`src/hw/eval_pkg.sv`:
```
// ---------------------------------------------------------------------
// Square codes use bit 3 for colour (1 = black), bits 2..0 for type
// Value tables are indexed by the 3-bit type, types 0 and 7 score zero
// ---------------------------------------------------------------------
package eval_pkg;

   typedef enum logic [3:0] {
      sq_empty = 4'd0,
      w_pawn   = 4'd1,
      w_knight = 4'd2,
      w_bishop = 4'd3,
      w_rook   = 4'd4,
      w_queen  = 4'd5,
      w_king   = 4'd6,
      b_pawn   = 4'd9,
      b_knight = 4'd10,
      b_bishop = 4'd11,
      b_rook   = 4'd12,
      b_queen  = 4'd13,
      b_king   = 4'd14
   } piece_t;

   typedef logic [5:0] square_t;                // Rank * 8 + file

   typedef enum logic [2:0] {
      st_idle,                                   // Board load and start accepted here
      st_scan,                                   // Both scanners walking the board
      st_wait_blend,                             // Blend pipeline in flight
      st_hold                                    // Result offered until eval_ready
   } ctrl_state_t;

   // Middle-game piece values: empty, P, N, B, R, Q, K, unused
   localparam logic [15:0] MG_VALUE [8] = '{
      16'd0, 16'd82, 16'd337, 16'd365, 16'd477, 16'd1025, 16'd0, 16'd0
   };

   // End-game piece values, same order
   localparam logic [15:0] EG_VALUE [8] = '{
      16'd0, 16'd94, 16'd281, 16'd297, 16'd512, 16'd936, 16'd0, 16'd0
   };

   localparam logic [15:0] DOUBLED_MG  = 16'd11;     // Per extra pawn on a file
   localparam logic [15:0] DOUBLED_EG  = 16'd56;
   localparam logic [7:0]  PHASE_MAX   = 8'd62;      // Phase clamp and taper divisor
   localparam logic [31:0] PHASE_RECIP = 32'd16912;  // 2^20 / 62, rounded down
   localparam logic [31:0] RECIP_SHIFT = 32'd20;

   localparam int NUM_SCANNERS = 2;                  // Requesters on the board memory

endpackage

```
`src/hw/board_ram.sv`:
```
`timescale 1ns/1ps
// ---------------------------------------------------------------------
// Contents are undefined after reset, load all squares before a start
// ---------------------------------------------------------------------
module board_ram
(
   input  logic              clk,
   input  logic              wr_en,
   input  eval_pkg::square_t wr_addr,
   input  eval_pkg::piece_t  wr_data,
   input  logic              rd_en,
   input  eval_pkg::square_t rd_addr,
   output eval_pkg::piece_t  rd_data
);
   import eval_pkg::*;

   piece_t mem [64];                             // One code per square

   always_ff @(posedge clk)
   begin
      if (wr_en)
         mem[wr_addr] <= wr_data;               // Load port, idle only
      if (rd_en)
         rd_data <= mem[rd_addr];               // Registered read, 1 cycle
   end

endmodule

```
`src/hw/eval_top.sv`:
```
`timescale 1ns/1ps
// ---------------------------------------------------------------------
// Load and start are taken only in idle; eval holds until eval_ready
// ---------------------------------------------------------------------
module eval_top #(
   parameter int EVAL_WIDTH = 16
)
(
   input  logic                         clk,
   input  logic                         reset,
   input  logic                         load_valid,
   output logic                         load_ready,
   input  eval_pkg::square_t            load_square,
   input  eval_pkg::piece_t             load_piece,
   input  logic                         start_valid,
   output logic                         start_ready,
   input  logic                         white_to_move,
   output logic                         eval_valid,
   input  logic                         eval_ready,
   output logic signed [EVAL_WIDTH-1:0] eval
);
   import eval_pkg::*;

   ctrl_state_t                  state;
   logic                         start_accept;
   logic                         wtm_r;          // Side to move for this evaluation
   logic                         scan_start;
   logic                         blend_valid;
   logic                         blend_out_valid;
   logic [NUM_SCANNERS-1:0]      done_lock;      // Bit 0 material, bit 1 pawns
   logic [NUM_SCANNERS-1:0]      rd_req;
   logic [NUM_SCANNERS-1:0]      rd_gnt;
   logic [NUM_SCANNERS-1:0]      rd_rvalid;
   square_t                      mat_addr;
   square_t                      pawn_addr;
   square_t                      ram_addr;
   logic                         ram_en;
   piece_t                       rd_data;
   logic                         mat_done;
   logic                         pawn_done;
   logic [6:0]                   piece_count;
   logic signed [EVAL_WIDTH-1:0] mat_mg;
   logic signed [EVAL_WIDTH-1:0] mat_eg;
   logic signed [EVAL_WIDTH-1:0] pawn_mg;
   logic signed [EVAL_WIDTH-1:0] pawn_eg;
   logic signed [EVAL_WIDTH-1:0] score;

   assign load_ready   = (state == st_idle);
   assign start_ready  = (state == st_idle);
   assign start_accept = start_valid && start_ready;

   always_ff @(posedge clk)
   begin
      if (reset)
      begin
         state       <= st_idle;
         scan_start  <= 1'b0;
         blend_valid <= 1'b0;
         eval_valid  <= 1'b0;
         done_lock   <= '0;
      end
      else
      begin
         scan_start  <= 1'b0;                   // Both are single-cycle pulses
         blend_valid <= 1'b0;
         case (state)
            st_idle:
               if (start_accept)
               begin
                  scan_start <= 1'b1;
                  done_lock  <= '0;
                  state      <= st_scan;
               end
            st_scan:
            begin
               done_lock <= done_lock | {pawn_done, mat_done};
               if (&done_lock)
               begin
                  blend_valid <= 1'b1;          // Sums are held by the scanners
                  state       <= st_wait_blend;
               end
            end
            st_wait_blend:
               if (blend_out_valid)
               begin
                  eval_valid <= 1'b1;
                  state      <= st_hold;
               end
            st_hold:
               if (eval_ready)
               begin
                  eval_valid <= 1'b0;
                  state      <= st_idle;
               end
            default:
               state <= st_idle;
         endcase
      end
   end

   always_ff @(posedge clk)
   begin
      if (start_accept)
         wtm_r <= white_to_move;
      if ((state == st_wait_blend) && blend_out_valid)
         eval <= score;                         // Result hold register
   end

   board_ram u_board_ram (
      .clk     (clk),
      .wr_en   (load_valid && load_ready),
      .wr_addr (load_square),
      .wr_data (load_piece),
      .rd_en   (ram_en),
      .rd_addr (ram_addr),
      .rd_data (rd_data)
   );

   square_arbiter u_arbiter (
      .clk       (clk),
      .reset     (reset),
      .rd_req    (rd_req),
      .rd_addr0  (mat_addr),
      .rd_addr1  (pawn_addr),
      .rd_gnt    (rd_gnt),
      .rd_rvalid (rd_rvalid),
      .ram_en    (ram_en),
      .ram_addr  (ram_addr)
   );

   material_scan #(.EVAL_WIDTH(EVAL_WIDTH)) u_material (
      .clk         (clk),
      .reset       (reset),
      .scan_start  (scan_start),
      .rd_req      (rd_req[0]),
      .rd_addr     (mat_addr),
      .rd_gnt      (rd_gnt[0]),
      .rd_rvalid   (rd_rvalid[0]),
      .rd_data     (rd_data),
      .mg_sum      (mat_mg),
      .eg_sum      (mat_eg),
      .piece_count (piece_count),
      .done        (mat_done)
   );

   pawn_scan #(.EVAL_WIDTH(EVAL_WIDTH)) u_pawns (
      .clk        (clk),
      .reset      (reset),
      .scan_start (scan_start),
      .rd_req     (rd_req[1]),
      .rd_addr    (pawn_addr),
      .rd_gnt     (rd_gnt[1]),
      .rd_rvalid  (rd_rvalid[1]),
      .rd_data    (rd_data),
      .mg_sum     (pawn_mg),
      .eg_sum     (pawn_eg),
      .done       (pawn_done)
   );

   phase_blend #(.EVAL_WIDTH(EVAL_WIDTH)) u_blend (
      .clk           (clk),
      .reset         (reset),
      .in_valid      (blend_valid),
      .mg_a          (mat_mg),
      .eg_a          (mat_eg),
      .mg_b          (pawn_mg),
      .eg_b          (pawn_eg),
      .piece_count   (piece_count),
      .white_to_move (wtm_r),
      .out_valid     (blend_out_valid),
      .score         (score)
   );

endmodule

```
`src/hw/material_scan.sv`:
```
`timescale 1ns/1ps
// ---------------------------------------------------------------------
// Sums hold until the next scan_start; count takes every square whose
// type is neither empty nor pawn, kings included
// ---------------------------------------------------------------------
module material_scan #(
   parameter int EVAL_WIDTH = 16
)
(
   input  logic                         clk,
   input  logic                         reset,
   input  logic                         scan_start,
   output logic                         rd_req,
   output eval_pkg::square_t            rd_addr,
   input  logic                         rd_gnt,
   input  logic                         rd_rvalid,
   input  eval_pkg::piece_t             rd_data,
   output logic signed [EVAL_WIDTH-1:0] mg_sum,
   output logic signed [EVAL_WIDTH-1:0] eg_sum,
   output logic [6:0]                   piece_count,
   output logic                         done
);
   import eval_pkg::*;

   logic [5:0]                   issue_addr;    // Next square to request
   logic [5:0]                   recv_cnt;      // Squares returned so far
   logic [2:0]                   ptype;
   logic                         is_black;
   logic                         is_officer;    // Counts toward game phase
   logic signed [EVAL_WIDTH-1:0] mg_val;
   logic signed [EVAL_WIDTH-1:0] eg_val;

   assign rd_addr    = issue_addr;
   assign ptype      = rd_data[2:0];
   assign is_black   = rd_data[3];
   assign is_officer = (ptype != 3'(sq_empty)) && (ptype != 3'(w_pawn));
   assign mg_val     = MG_VALUE[ptype];         // Zero extended, always positive
   assign eg_val     = EG_VALUE[ptype];

   always_ff @(posedge clk)
   begin
      if (reset)
      begin
         rd_req     <= 1'b0;
         done       <= 1'b0;
         issue_addr <= '0;
         recv_cnt   <= '0;
      end
      else
      begin
         done <= rd_rvalid && (recv_cnt == 6'd63);   // Last square arrived
         if (scan_start)
         begin
            rd_req     <= 1'b1;
            issue_addr <= '0;
            recv_cnt   <= '0;
         end
         else
         begin
            if (rd_gnt)
            begin
               issue_addr <= issue_addr + 6'd1;
               if (issue_addr == 6'd63)
                  rd_req <= 1'b0;               // All 64 addresses issued
            end
            if (rd_rvalid)
               recv_cnt <= recv_cnt + 6'd1;
         end
      end
   end

   always_ff @(posedge clk)
   begin
      if (scan_start)
      begin
         mg_sum      <= '0;
         eg_sum      <= '0;
         piece_count <= '0;
      end
      else if (rd_rvalid)
      begin
         mg_sum <= is_black ? mg_sum - mg_val : mg_sum + mg_val;
         eg_sum <= is_black ? eg_sum - eg_val : eg_sum + eg_val;
         if (is_officer)
            piece_count <= piece_count + 7'd1;
      end
   end

endmodule

```
`src/hw/pawn_scan.sv`:
```
`timescale 1ns/1ps
// ---------------------------------------------------------------------
// Walks the board, then spends 8 cycles on the files before done
// Each pawn beyond the first on a file costs its own side the penalty
// ---------------------------------------------------------------------
module pawn_scan #(
   parameter int EVAL_WIDTH = 16
)
(
   input  logic                         clk,
   input  logic                         reset,
   input  logic                         scan_start,
   output logic                         rd_req,
   output eval_pkg::square_t            rd_addr,
   input  logic                         rd_gnt,
   input  logic                         rd_rvalid,
   input  eval_pkg::piece_t             rd_data,
   output logic signed [EVAL_WIDTH-1:0] mg_sum,
   output logic signed [EVAL_WIDTH-1:0] eg_sum,
   output logic                         done
);
   import eval_pkg::*;

   logic [5:0]                   issue_addr;    // Next square to request
   logic [5:0]                   recv_cnt;      // Also gives file of returned square
   logic [3:0]                   pawn_cnt [2][8];   // [colour][file], up to 8 each
   logic                         tally;         // File pass in progress
   logic [2:0]                   tally_file;
   logic                         is_pawn;
   logic [3:0]                   w_cnt;
   logic [3:0]                   b_cnt;
   logic [3:0]                   w_extra;
   logic [3:0]                   b_extra;
   logic signed [EVAL_WIDTH-1:0] mg_step;
   logic signed [EVAL_WIDTH-1:0] eg_step;

   assign rd_addr = issue_addr;
   assign is_pawn = (rd_data == w_pawn) || (rd_data == b_pawn);
   assign w_cnt   = pawn_cnt[0][tally_file];
   assign b_cnt   = pawn_cnt[1][tally_file];
   assign w_extra = (w_cnt > 4'd1) ? w_cnt - 4'd1 : 4'd0;
   assign b_extra = (b_cnt > 4'd1) ? b_cnt - 4'd1 : 4'd0;
   assign mg_step = b_extra * DOUBLED_MG - w_extra * DOUBLED_MG;   // Black extras help white
   assign eg_step = b_extra * DOUBLED_EG - w_extra * DOUBLED_EG;

   always_ff @(posedge clk)
   begin
      if (reset)
      begin
         rd_req     <= 1'b0;
         done       <= 1'b0;
         tally      <= 1'b0;
         tally_file <= '0;
         issue_addr <= '0;
         recv_cnt   <= '0;
      end
      else
      begin
         done <= 1'b0;
         if (scan_start)
         begin
            rd_req     <= 1'b1;
            tally      <= 1'b0;
            issue_addr <= '0;
            recv_cnt   <= '0;
         end
         else
         begin
            if (rd_gnt)
            begin
               issue_addr <= issue_addr + 6'd1;
               if (issue_addr == 6'd63)
                  rd_req <= 1'b0;
            end
            if (rd_rvalid)
               recv_cnt <= recv_cnt + 6'd1;
            if (rd_rvalid && (recv_cnt == 6'd63))
            begin
               tally      <= 1'b1;              // Board done, start file pass
               tally_file <= '0;
            end
            else if (tally)
            begin
               tally_file <= tally_file + 3'd1;
               if (tally_file == 3'd7)
               begin
                  tally <= 1'b0;
                  done  <= 1'b1;                // Sums final on this edge
               end
            end
         end
      end
   end

   always_ff @(posedge clk)
   begin
      if (scan_start)
      begin
         pawn_cnt <= '{default: '0};
         mg_sum   <= '0;
         eg_sum   <= '0;
      end
      else
      begin
         if (rd_rvalid && is_pawn)
            pawn_cnt[rd_data[3]][recv_cnt[2:0]] <= pawn_cnt[rd_data[3]][recv_cnt[2:0]] + 4'd1;
         if (tally)
         begin
            mg_sum <= mg_sum + mg_step;
            eg_sum <= eg_sum + eg_step;
         end
      end
   end

endmodule

```
`src/hw/phase_blend.sv`:
```
`timescale 1ns/1ps
// ---------------------------------------------------------------------
// Fixed 5-cycle latency, no stall; division truncates toward zero
// ---------------------------------------------------------------------
module phase_blend #(
   parameter int EVAL_WIDTH = 16
)
(
   input  logic                         clk,
   input  logic                         reset,
   input  logic                         in_valid,
   input  logic signed [EVAL_WIDTH-1:0] mg_a,
   input  logic signed [EVAL_WIDTH-1:0] eg_a,
   input  logic signed [EVAL_WIDTH-1:0] mg_b,
   input  logic signed [EVAL_WIDTH-1:0] eg_b,
   input  logic [6:0]                   piece_count,
   input  logic                         white_to_move,
   output logic                         out_valid,
   output logic signed [EVAL_WIDTH-1:0] score
);
   import eval_pkg::*;

   localparam int SUM_W  = EVAL_WIDTH + 1;       // mg or eg of both scanners
   localparam int PROD_W = SUM_W + 9;            // Times 9-bit signed phase
   localparam int ACC_W  = PROD_W + 1;
   localparam int MULT_W = ACC_W + 33;           // Times 33-bit signed reciprocal

   logic [4:0]               vld;                // Valid per stage
   logic [3:0]               wtm;                // Side to move, stages 1..4
   logic [7:0]               phase_in;
   logic signed [SUM_W-1:0]  mg_s1;
   logic signed [SUM_W-1:0]  eg_s1;
   logic [7:0]               phase_s1;
   logic signed [PROD_W-1:0] mg_s2;
   logic signed [PROD_W-1:0] eg_s2;
   logic signed [ACC_W-1:0]  acc_s3;
   logic signed [MULT_W-1:0] scaled;
   logic signed [MULT_W-1:0] round_bias;
   logic signed [MULT_W-1:0] quotient;
   logic signed [EVAL_WIDTH-1:0] tapered_s4;

   assign phase_in   = ({1'b0, piece_count} > PHASE_MAX) ? PHASE_MAX : {1'b0, piece_count};
   assign scaled     = acc_s3 * $signed({1'b0, PHASE_RECIP});
   // Negative values get 2^20-1 added so the shift rounds toward zero
   assign round_bias = {MULT_W{scaled[MULT_W-1]}} & MULT_W'((64'd1 << RECIP_SHIFT) - 64'd1);
   assign quotient   = (scaled + round_bias) >>> RECIP_SHIFT;
   assign out_valid  = vld[4];

   always_ff @(posedge clk)
   begin
      if (reset)
         vld <= '0;
      else
         vld <= {vld[3:0], in_valid};
   end

   always_ff @(posedge clk)
   begin
      wtm        <= {wtm[2:0], white_to_move};
      mg_s1      <= mg_a + mg_b;                // Stage 1 combine and clamp
      eg_s1      <= eg_a + eg_b;
      phase_s1   <= phase_in;
      mg_s2      <= mg_s1 * $signed({1'b0, phase_s1});   // Stage 2 taper weights
      eg_s2      <= eg_s1 * $signed({1'b0, PHASE_MAX - phase_s1});
      acc_s3     <= mg_s2 + eg_s2;              // Stage 3
      tapered_s4 <= quotient[EVAL_WIDTH-1:0];  // Stage 4 divide by 62
      score      <= wtm[3] ? tapered_s4 : -tapered_s4;   // Stage 5 side to move
   end

endmodule

```
`src/hw/square_arbiter.sv`:
```
`timescale 1ns/1ps
// ---------------------------------------------------------------------
// One grant per cycle, read data returns on the next cycle with rd_rvalid
// ---------------------------------------------------------------------
module square_arbiter
(
   input  logic                              clk,
   input  logic                              reset,
   input  logic [eval_pkg::NUM_SCANNERS-1:0] rd_req,
   input  eval_pkg::square_t                 rd_addr0,
   input  eval_pkg::square_t                 rd_addr1,
   output logic [eval_pkg::NUM_SCANNERS-1:0] rd_gnt,
   output logic [eval_pkg::NUM_SCANNERS-1:0] rd_rvalid,
   output logic                              ram_en,
   output eval_pkg::square_t                 ram_addr
);

   logic last_winner;                            // Requester served most recently

   always_comb
   begin
      rd_gnt = '0;
      if (rd_req[0] && rd_req[1])
      begin
         if (last_winner)
            rd_gnt[0] = 1'b1;                   // Requester 1 had the last turn
         else
            rd_gnt[1] = 1'b1;
      end
      else
         rd_gnt = rd_req;                       // Lone requester always wins
   end

   assign ram_en   = |rd_req;
   assign ram_addr = rd_gnt[1] ? rd_addr1 : rd_addr0;

   always_ff @(posedge clk)
   begin
      if (reset)
      begin
         last_winner <= 1'b0;
         rd_rvalid   <= '0;
      end
      else
      begin
         rd_rvalid <= rd_gnt;                   // Steer data back to the served one
         if (rd_gnt[1])
            last_winner <= 1'b1;
         else if (rd_gnt[0])
            last_winner <= 1'b0;
      end
   end

endmodule

```
`config.mk`:
```
export PLATFORM = sky130hd
export DESIGN_NAME = eval_top
export DESIGN_NICKNAME = d
export VERILOG_FILES = /design/src/hw/eval_pkg.sv /design/src/hw/board_ram.sv /design/src/hw/eval_top.sv /design/src/hw/material_scan.sv /design/src/hw/pawn_scan.sv /design/src/hw/phase_blend.sv /design/src/hw/square_arbiter.sv
export SDC_FILE = /design/constraint.sdc
export NUM_CORES = 2
export LEC_CHECK = 0
export BUFFER_PORTS_ARGS = -buffer_cell sky130_fd_sc_hd__buf_2
export CAP_MARGIN = 25
export CORE_MARGIN = 3
export CORE_UTILIZATION = 65
export DETAILED_ROUTE_END_ITERATION = 12
export PLACE_DENSITY = 0.82
export RECOVER_POWER = 100
export REMOVE_ABC_BUFFERS = 1
export SETUP_SLACK_MARGIN = 0.05
export SLEW_MARGIN = 10
export SYNTH_ARGS = -nofsm -noshare
export SYNTH_HDL_FRONTEND = slang
export SYNTH_HIERARCHICAL = 1
export SYNTH_SLANG_ARGS = --single-unit
```
`constraint.sdc`:
```
create_clock -name clk -period 13.5 [get_ports clk]
set_input_delay 2.7 -clock clk [delete_from_list [all_inputs] [get_ports clk]]
set_output_delay 2.7 -clock clk [all_outputs]
set_load 0.005 [all_outputs]
```
# Word-level counts from Yosys, hierarchy flattened
# Memory sizes are Yosys's and may differ from the RTL's. A register that Yosys moved wholly into a read port is not among the register bits.
# Index checks and enable logic that the tools add are counted.
[totals]
regBits = 357
word_cells = 209
ramBits = 256
input_bits = 16
romBits = 256
mem_count = 3
[memory_table]
columns = ["name", "depth", "width", "rd", "rd_clocked_by_memory_dff", "wr", "line_no", "source"]
rows = [
  ["u_board_ram.mem", 64, 4, 1, 1, 1, "board_ram.sv:17", "piece_t mem [64];"],
  ["(no name shown)", 8, 16, 1, 0, 0, "material_scan.sv:37", "assign mg_val = MG_VALUE[ptype];"],
  ["(no name shown)", 8, 16, 1, 0, 0, "material_scan.sv:38", "assign eg_val = EG_VALUE[ptype];"],
]
[op_classes]
n_lt_le_gt_ge = 9
n_addsub = 23
muxes = 58
reduce_logical = 34
n_bitwise = 9
multipliers = 7
eq_ne = 15
[ops]
columns = ["op", "count"]
rows = [
  ["$mux W32", 4],
  ["$mux W16", 7],
  ["$bwmux W64", 1],
  ["$mul A17 B9 Y26", 2],
  ["$mul A27 B12 Y39 const B", 1],
  ["$add A36 B21 Y36", 1],
  ["$bmux W4 S3", 3],
  ["$mux W4", 9],
  ["$add A16 B16 Y17", 2],
  ["$add A16 B16 Y16", 2],
  ["$demux W32 S1", 1],
  ["$sub A16 B16 Y16", 2],
  ["$add A26 B26 Y27", 1],
  ["$add A6 B1 Y6 const B", 4],
  ["$eq A6 B6 Y1 const B", 4],
  ["$mux W1", 20],
  ["$mux W3", 6],
  ["$add A16 B11 Y16", 1],
  ["$add A16 B9 Y16", 1],
  ["$mul A4 B4 Y8 const B", 2],
  ["$neg A16 Y16", 1],
  ["$reduce_bool A2 Y1", 8],
  ["$mul A4 B3 Y7 const B", 2],
  ["$demux W4 S3", 1],
  ["39 further kinds", 69],
]

# Depth between registers and ports, before layout
[logic_depth]
depth_word = 9
mapped_depth = 31
ltp_nobuf = 30

# Modules after synthesis
# The synthesis kept the hierarchy.
[modules_own_cells]
columns = ["mod", "seq_area_each_um2", "area_per_inst_um2", "cells_each", "instances"]
rows = [
  ["phase_blend", 3223.1, 18489.0, 1990, 1],
  ["board_ram", 7807.5, 10436.3, 521, 1],
  ["pawn_scan", 2222.1, 8007.7, 866, 1],
  ["material_scan", 1061.0, 3940.0, 486, 1],
  ["eval_top", 650.6, 915.9, 60, 1],
  ["square_arbiter", 60.1, 192.7, 18, 1],
]

# Least setup slack after synthesis
# Ideal clock, no wire load.
[synth_path]
path_kind = "reg-to-reg"
startpoint = "register u_pawns.tally_file[0]"
endpoint = "register u_pawns.mg_sum[14]"
setup_ns = 0.117
n_path_buf = 2
stages_incl_launch_ff = 31
setup_slack_ns = 6.070
t_arrival_ns = 7.314
period_less_slack_ns = 7.430
required_time_ns = 13.383
path_cell_list = "dfxtp_1 -> buf_6 -> buf_6 -> mux4_2 -> mux2i_1 -> inv_1 -> ha_1 -> nor2_1 -> nor2_1 -> nor2_1 -> ha_1 -> fa_1 -> inv_1 -> fa_1 -> inv_1 -> fa_1 -> inv_1 -> ha_1 -> nor2b_1 -> o31a_1 -> or4_1 -> nand3_1 -> xnor2_2 -> ha_1 -> a21oi_1 -> inv_1 -> a2111oi_0 -> a21oi_1 -> a221oi_1 -> xnor2_1 -> a22o_1"
[synth_between]
elab_chain_cells = 9
word_cells_on_any_way = 17
[synth_lines]
columns = ["element", "line_no", "source"]
rows = [
  ["start, declared", "pawn_scan.sv:28", "logic [2:0] tally_file;"],
  ["start signal, assigned", "pawn_scan.sv:84", "tally_file <= tally_file + 3'd1;"],
  ["$not A3 Y4 (implied by the code) *", "pawn_scan.sv:39, pawn_scan.sv:40", ""],
  ["$bmux W4 S3, on equally long branches", "pawn_scan.sv:40, pawn_scan.sv:39", ""],
  ["$mux W4, on equally long branches (2 in series)", "pawn_scan.sv:40, pawn_scan.sv:39", ""],
  ["$sub A4 B1 Y4 (tied with other cells)", "pawn_scan.sv:42", "assign b_extra = (b_cnt > 4'd1) ? b_cnt - 4'd1 : 4'd0;"],
  ["$mux W4, on equally long branches", "pawn_scan.sv:42, pawn_scan.sv:41", ""],
  ["$mul A4 B4 Y8", "pawn_scan.sv:43", "assign mg_step = b_extra * DOUBLED_MG - w_extra * DOUBLED_MG;"],
  ["$sub A8 B8 Y9 *", "pawn_scan.sv:43", ""],
  ["$add A16 B9 Y16 *", "pawn_scan.sv:109", "mg_sum <= mg_sum + mg_step;"],
  ["end signal, assigned", "pawn_scan.sv:109", ""],
  ["end, declared", "pawn_scan.sv:18", "output logic signed [EVAL_WIDTH-1:0] mg_sum,"],
]
# Every way passes the cells marked *; elsewhere a longest branch is shown, timed or not. The select of a mux whose other input is x is not followed.
# A chain may end at the register's enable or synchronous reset.

# Final worst setup path
# Same ends and word-level chain as after synthesis.

==> results.md <==
* Outcome: complete, but fails checks
* Failing checks: capacitance limit, slew limit
* Largest net degree at the start of global routing at 79
* Root buf cell: clkbuf_16
* Predominant post-synthesis flop cell: dfxtp_1
* RSZ-0062 raised after global routing: no
* Hold endpoint: u_blend/wtm[2]
* Critical path buffers and inverters at 6
* DRT met1 WL at 37.2 mm
* Min-delay src: u_blend/wtm[1]
* CTS Buf Count at 61
* Top Layer Used: met4
* Share of cells above drive strength 1 at 6.43%
* Die H at 260 um
* Post-synth EDFFs at 277
* Clock Latency Late Sink at 0.68 ns
* DP Wirelength at 66.7 mm
* F_max at 0.109 GHz
* Crit end category: flop
* IO buf count at 34
* Synth unique cells at 113
* WHS at 0.331 ns
* First-pass GRT wire length at 150 mm
* Core footprint at 63500 um^2
* Vias in the first global route at 29402
* Synth async-reset ratio at 0%
* TritonCTS Sinks at 612
* R2R Path Start: u_pawns/tally_file[0]
* Family with the most delay on the worst path: adder cells
* H-Tree Depth at 2
* Dpl cell area at 42700 um^2
* # setup viols final at 0
* Clk buf depth at 3
* Initial antenna violation count at 1
* Total iterations of the first detailed-routing run at 5
* Post_cts resized at 0
* Area of the mapped netlist at 42000 um^2
* Routed vias at 29246
* Hold buffers post-CTS at 0
* Synth-to-Final Area Change at 6.79%
* WP data arrival at 9.71 ns
* CTS tree: yes
* Reg2reg end: u_pawns/mg_sum[14]
* Antenna Diode Count at 0
* Final Skew at 0.0721 ns
* Post-CTS setup buffers at 0
* Syn. warnings at 6
* Gpl congestion at 0.927
* GRT Overall Usage at 27.4%
* Setup WS pre-CTS at 5.05 ns
* Clock transition at path regs at 0.07 ns
* Hold Path Class: reg -> reg
* Nets@finish at 4603
* Setup TNS Final at 0 ns
* Drt via density at 6.04
* Fin. max-slew vios at 283
* R2r setup slk at 4.32 ns
* Cell count after synthesis at 3941
* Minimum clock period at 9.18 ns
* Final setup margin at 4.32 ns
* Worst slew margin at -128%
* Hold Crit Depth at 0
* Register-to-Register Path Depth at 29
* Hold Fails Final Rpt at 0
* Max-Cap Viols at 7
* Slowest CP cell: clkbuf_1
* Post-DRT Antenna Nets at 0
* Drt initial violations at 2441
* Gr ovfl total at 0
* Initial Utilization at 66.1%
* Worst EP required at 14.03 ns
* Synthesized flop and latch total at 612
* Synthesized area per cell at 10.7 um^2
* Tightest Pin Transition at 3.42 ns
* Post-route DRC at 0
* Crit path max fanout at 11
* CP Launch Type: flop
* Met3 routed WL at 4.41 mm
* CP dominant cell by count: inv_1
* Total die area at 67700 um^2
* # IOs at 35
* CP max stage delay at 0.70 ns
* Final WL at 91.6 mm
* # rows at 92
* Die X-Extent at 260 um
* WL met2 at 46.9 mm
* Post-route cell area at 44800 um^2
* Part of the Yosys area used for sequential elements at 35.8%
* Critical path class: reg -> reg
* Period utilization at 68.0%
* Wirelength per Cell at 18.9 um
-- flip-flops by register name (all words and copies together), names as in the netlist, 5 cells and up --
register / flops
u_pawns/recv_cnt: 6
eval: 16
u_blend/vld: 5
u_pawns/rd_addr: 6
u_blend/eg_s2: 26
u_material/piece_count: 7
u_blend/score: 16
u_blend/acc_s3: 27
u_board_ram/mem: 256
u_material/rd_addr: 6
u_blend/eg_s1: 17
u_pawns/pawn_cnt: 64
u_material/eg_sum: 16
u_blend/tapered_s4: 16
u_pawns/mg_sum: 16
u_pawns/eg_sum: 13
u_blend/mg_s1: 17
u_material/mg_sum: 16
u_material/recv_cnt: 6
u_blend/mg_s2: 26
u_blend/phase_s1: 7
-- how the worst max path moves through the flow --
stage | from | endpoint | slack, ns | cells past startpoint
detailed placement | u_pawns/tally_file[0] | u_pawns/mg_sum[14] | 5.05 | 29
global placement | u_pawns/tally_file[0] | u_pawns/mg_sum[14] | 5.31 | 29
global route | u_pawns/tally_file[0] | u_pawns/mg_sum[14] | 3.65 | 29
CTS | u_pawns/tally_file[0] | u_pawns/mg_sum[14] | 5.02 | 29
floorplan | u_pawns/tally_file[0] | u_pawns/mg_sum[15] | 5.67 | 27
finish | u_pawns/tally_file[0] | u_pawns/mg_sum[14] | 4.32 | 29
-- layout by cell type, fill, tap and decap left out, types with 14 or more instances in the layout --
cell type / instances
mux4_1: 22
and2_1: 118
clkbuf_1: 41
clkbuf_16: 61
a21oi_1: 187
nand2_1: 269
o21a_1: 24
mux4_2: 65
xnor2_1: 150
nand4_1: 25
o211ai_1: 21
xor2_1: 83
a211oi_1: 23
nand2b_1: 64
nor3_1: 66
dfxtp_1: 334
and3_1: 19
a31oi_1: 24
a21o_1: 64
nor2b_1: 70
nand3_1: 62
o22ai_1: 14
nor2_1: 333
buf_2: 19
fa_1: 247
inv_1: 359
mux2i_1: 110
edfxtp_1: 277
ha_1: 393
o21ai_0: 115
or3_1: 23
o21bai_1: 17
-- synth_stat cells, drive strengths merged (20+ instances only) --
cell type	number	area (um^2)
nand3	62	310
clkbuf	73	288
o21a	24	180
buf	46	339
nand4	26	169
nand2	269	1010
a31oi	24	150
and2	127	796
nor2	333	1250
ha	393	4920
a21o	66	504
edfxtp	277	8320
mux4	87	2040
xor2	83	727
xnor2	150	1330
o211ai	22	170
dfxtp	335	6710
inv	359	1350
a21oi	189	972
nand2b	64	400
a211oi	25	198
fa	247	4940
mux2i	111	1120
and3	20	126
or3	23	144
o21ai	118	591
nor2b	71	452
nor3	66	352
-- per-stage QoR --
step / utilization (%) / instances
6_report: 70.6 / 4846
5_1_grt: 70.6 / 4846
4_1_cts: 70.7 / 4838
3_5_place_dp: 67.3 / 4722
3_3_place_gp: 67.3 / 4722
2_1_floorplan: - / 3823
-- layout make-up --
cell class,count,area (um^2)
Multi-Input combinational cell,2848,24900
Fill cell,4468,18700
Sequential cell,612,15000
Clock buffer,82,1680
Inverter,363,1360
Tap cell,846,1060
Clock inverter,34,504
Timing Repair Buffer,61,302
-- cells by family after synthesis --
logic type,count (synthesis),share of synthesized area (%)
and+or+nand+nor,1129,13.2
adders and majority gates,640,23.5
AOI/OAI and AO/OA,628,9.82
DFF,612,35.8
buffers and inverters,483,4.76
xor gates and xnor gates,233,4.90
muxes,214,7.98
other,2,0.0179
-- routing by layer --
layer | track usage (%) | vias to the layer above
met4 | 9.32 | 0
met1 | 34.3 | 14342
li1 | - | 13779
met2 | 49.4 | 914
met3 | 3.05 | 211
met5 | 0 | -
Power is not shown: default switching activity piles up to over one toggle a cycle in this logic, so the estimate is an artifact.
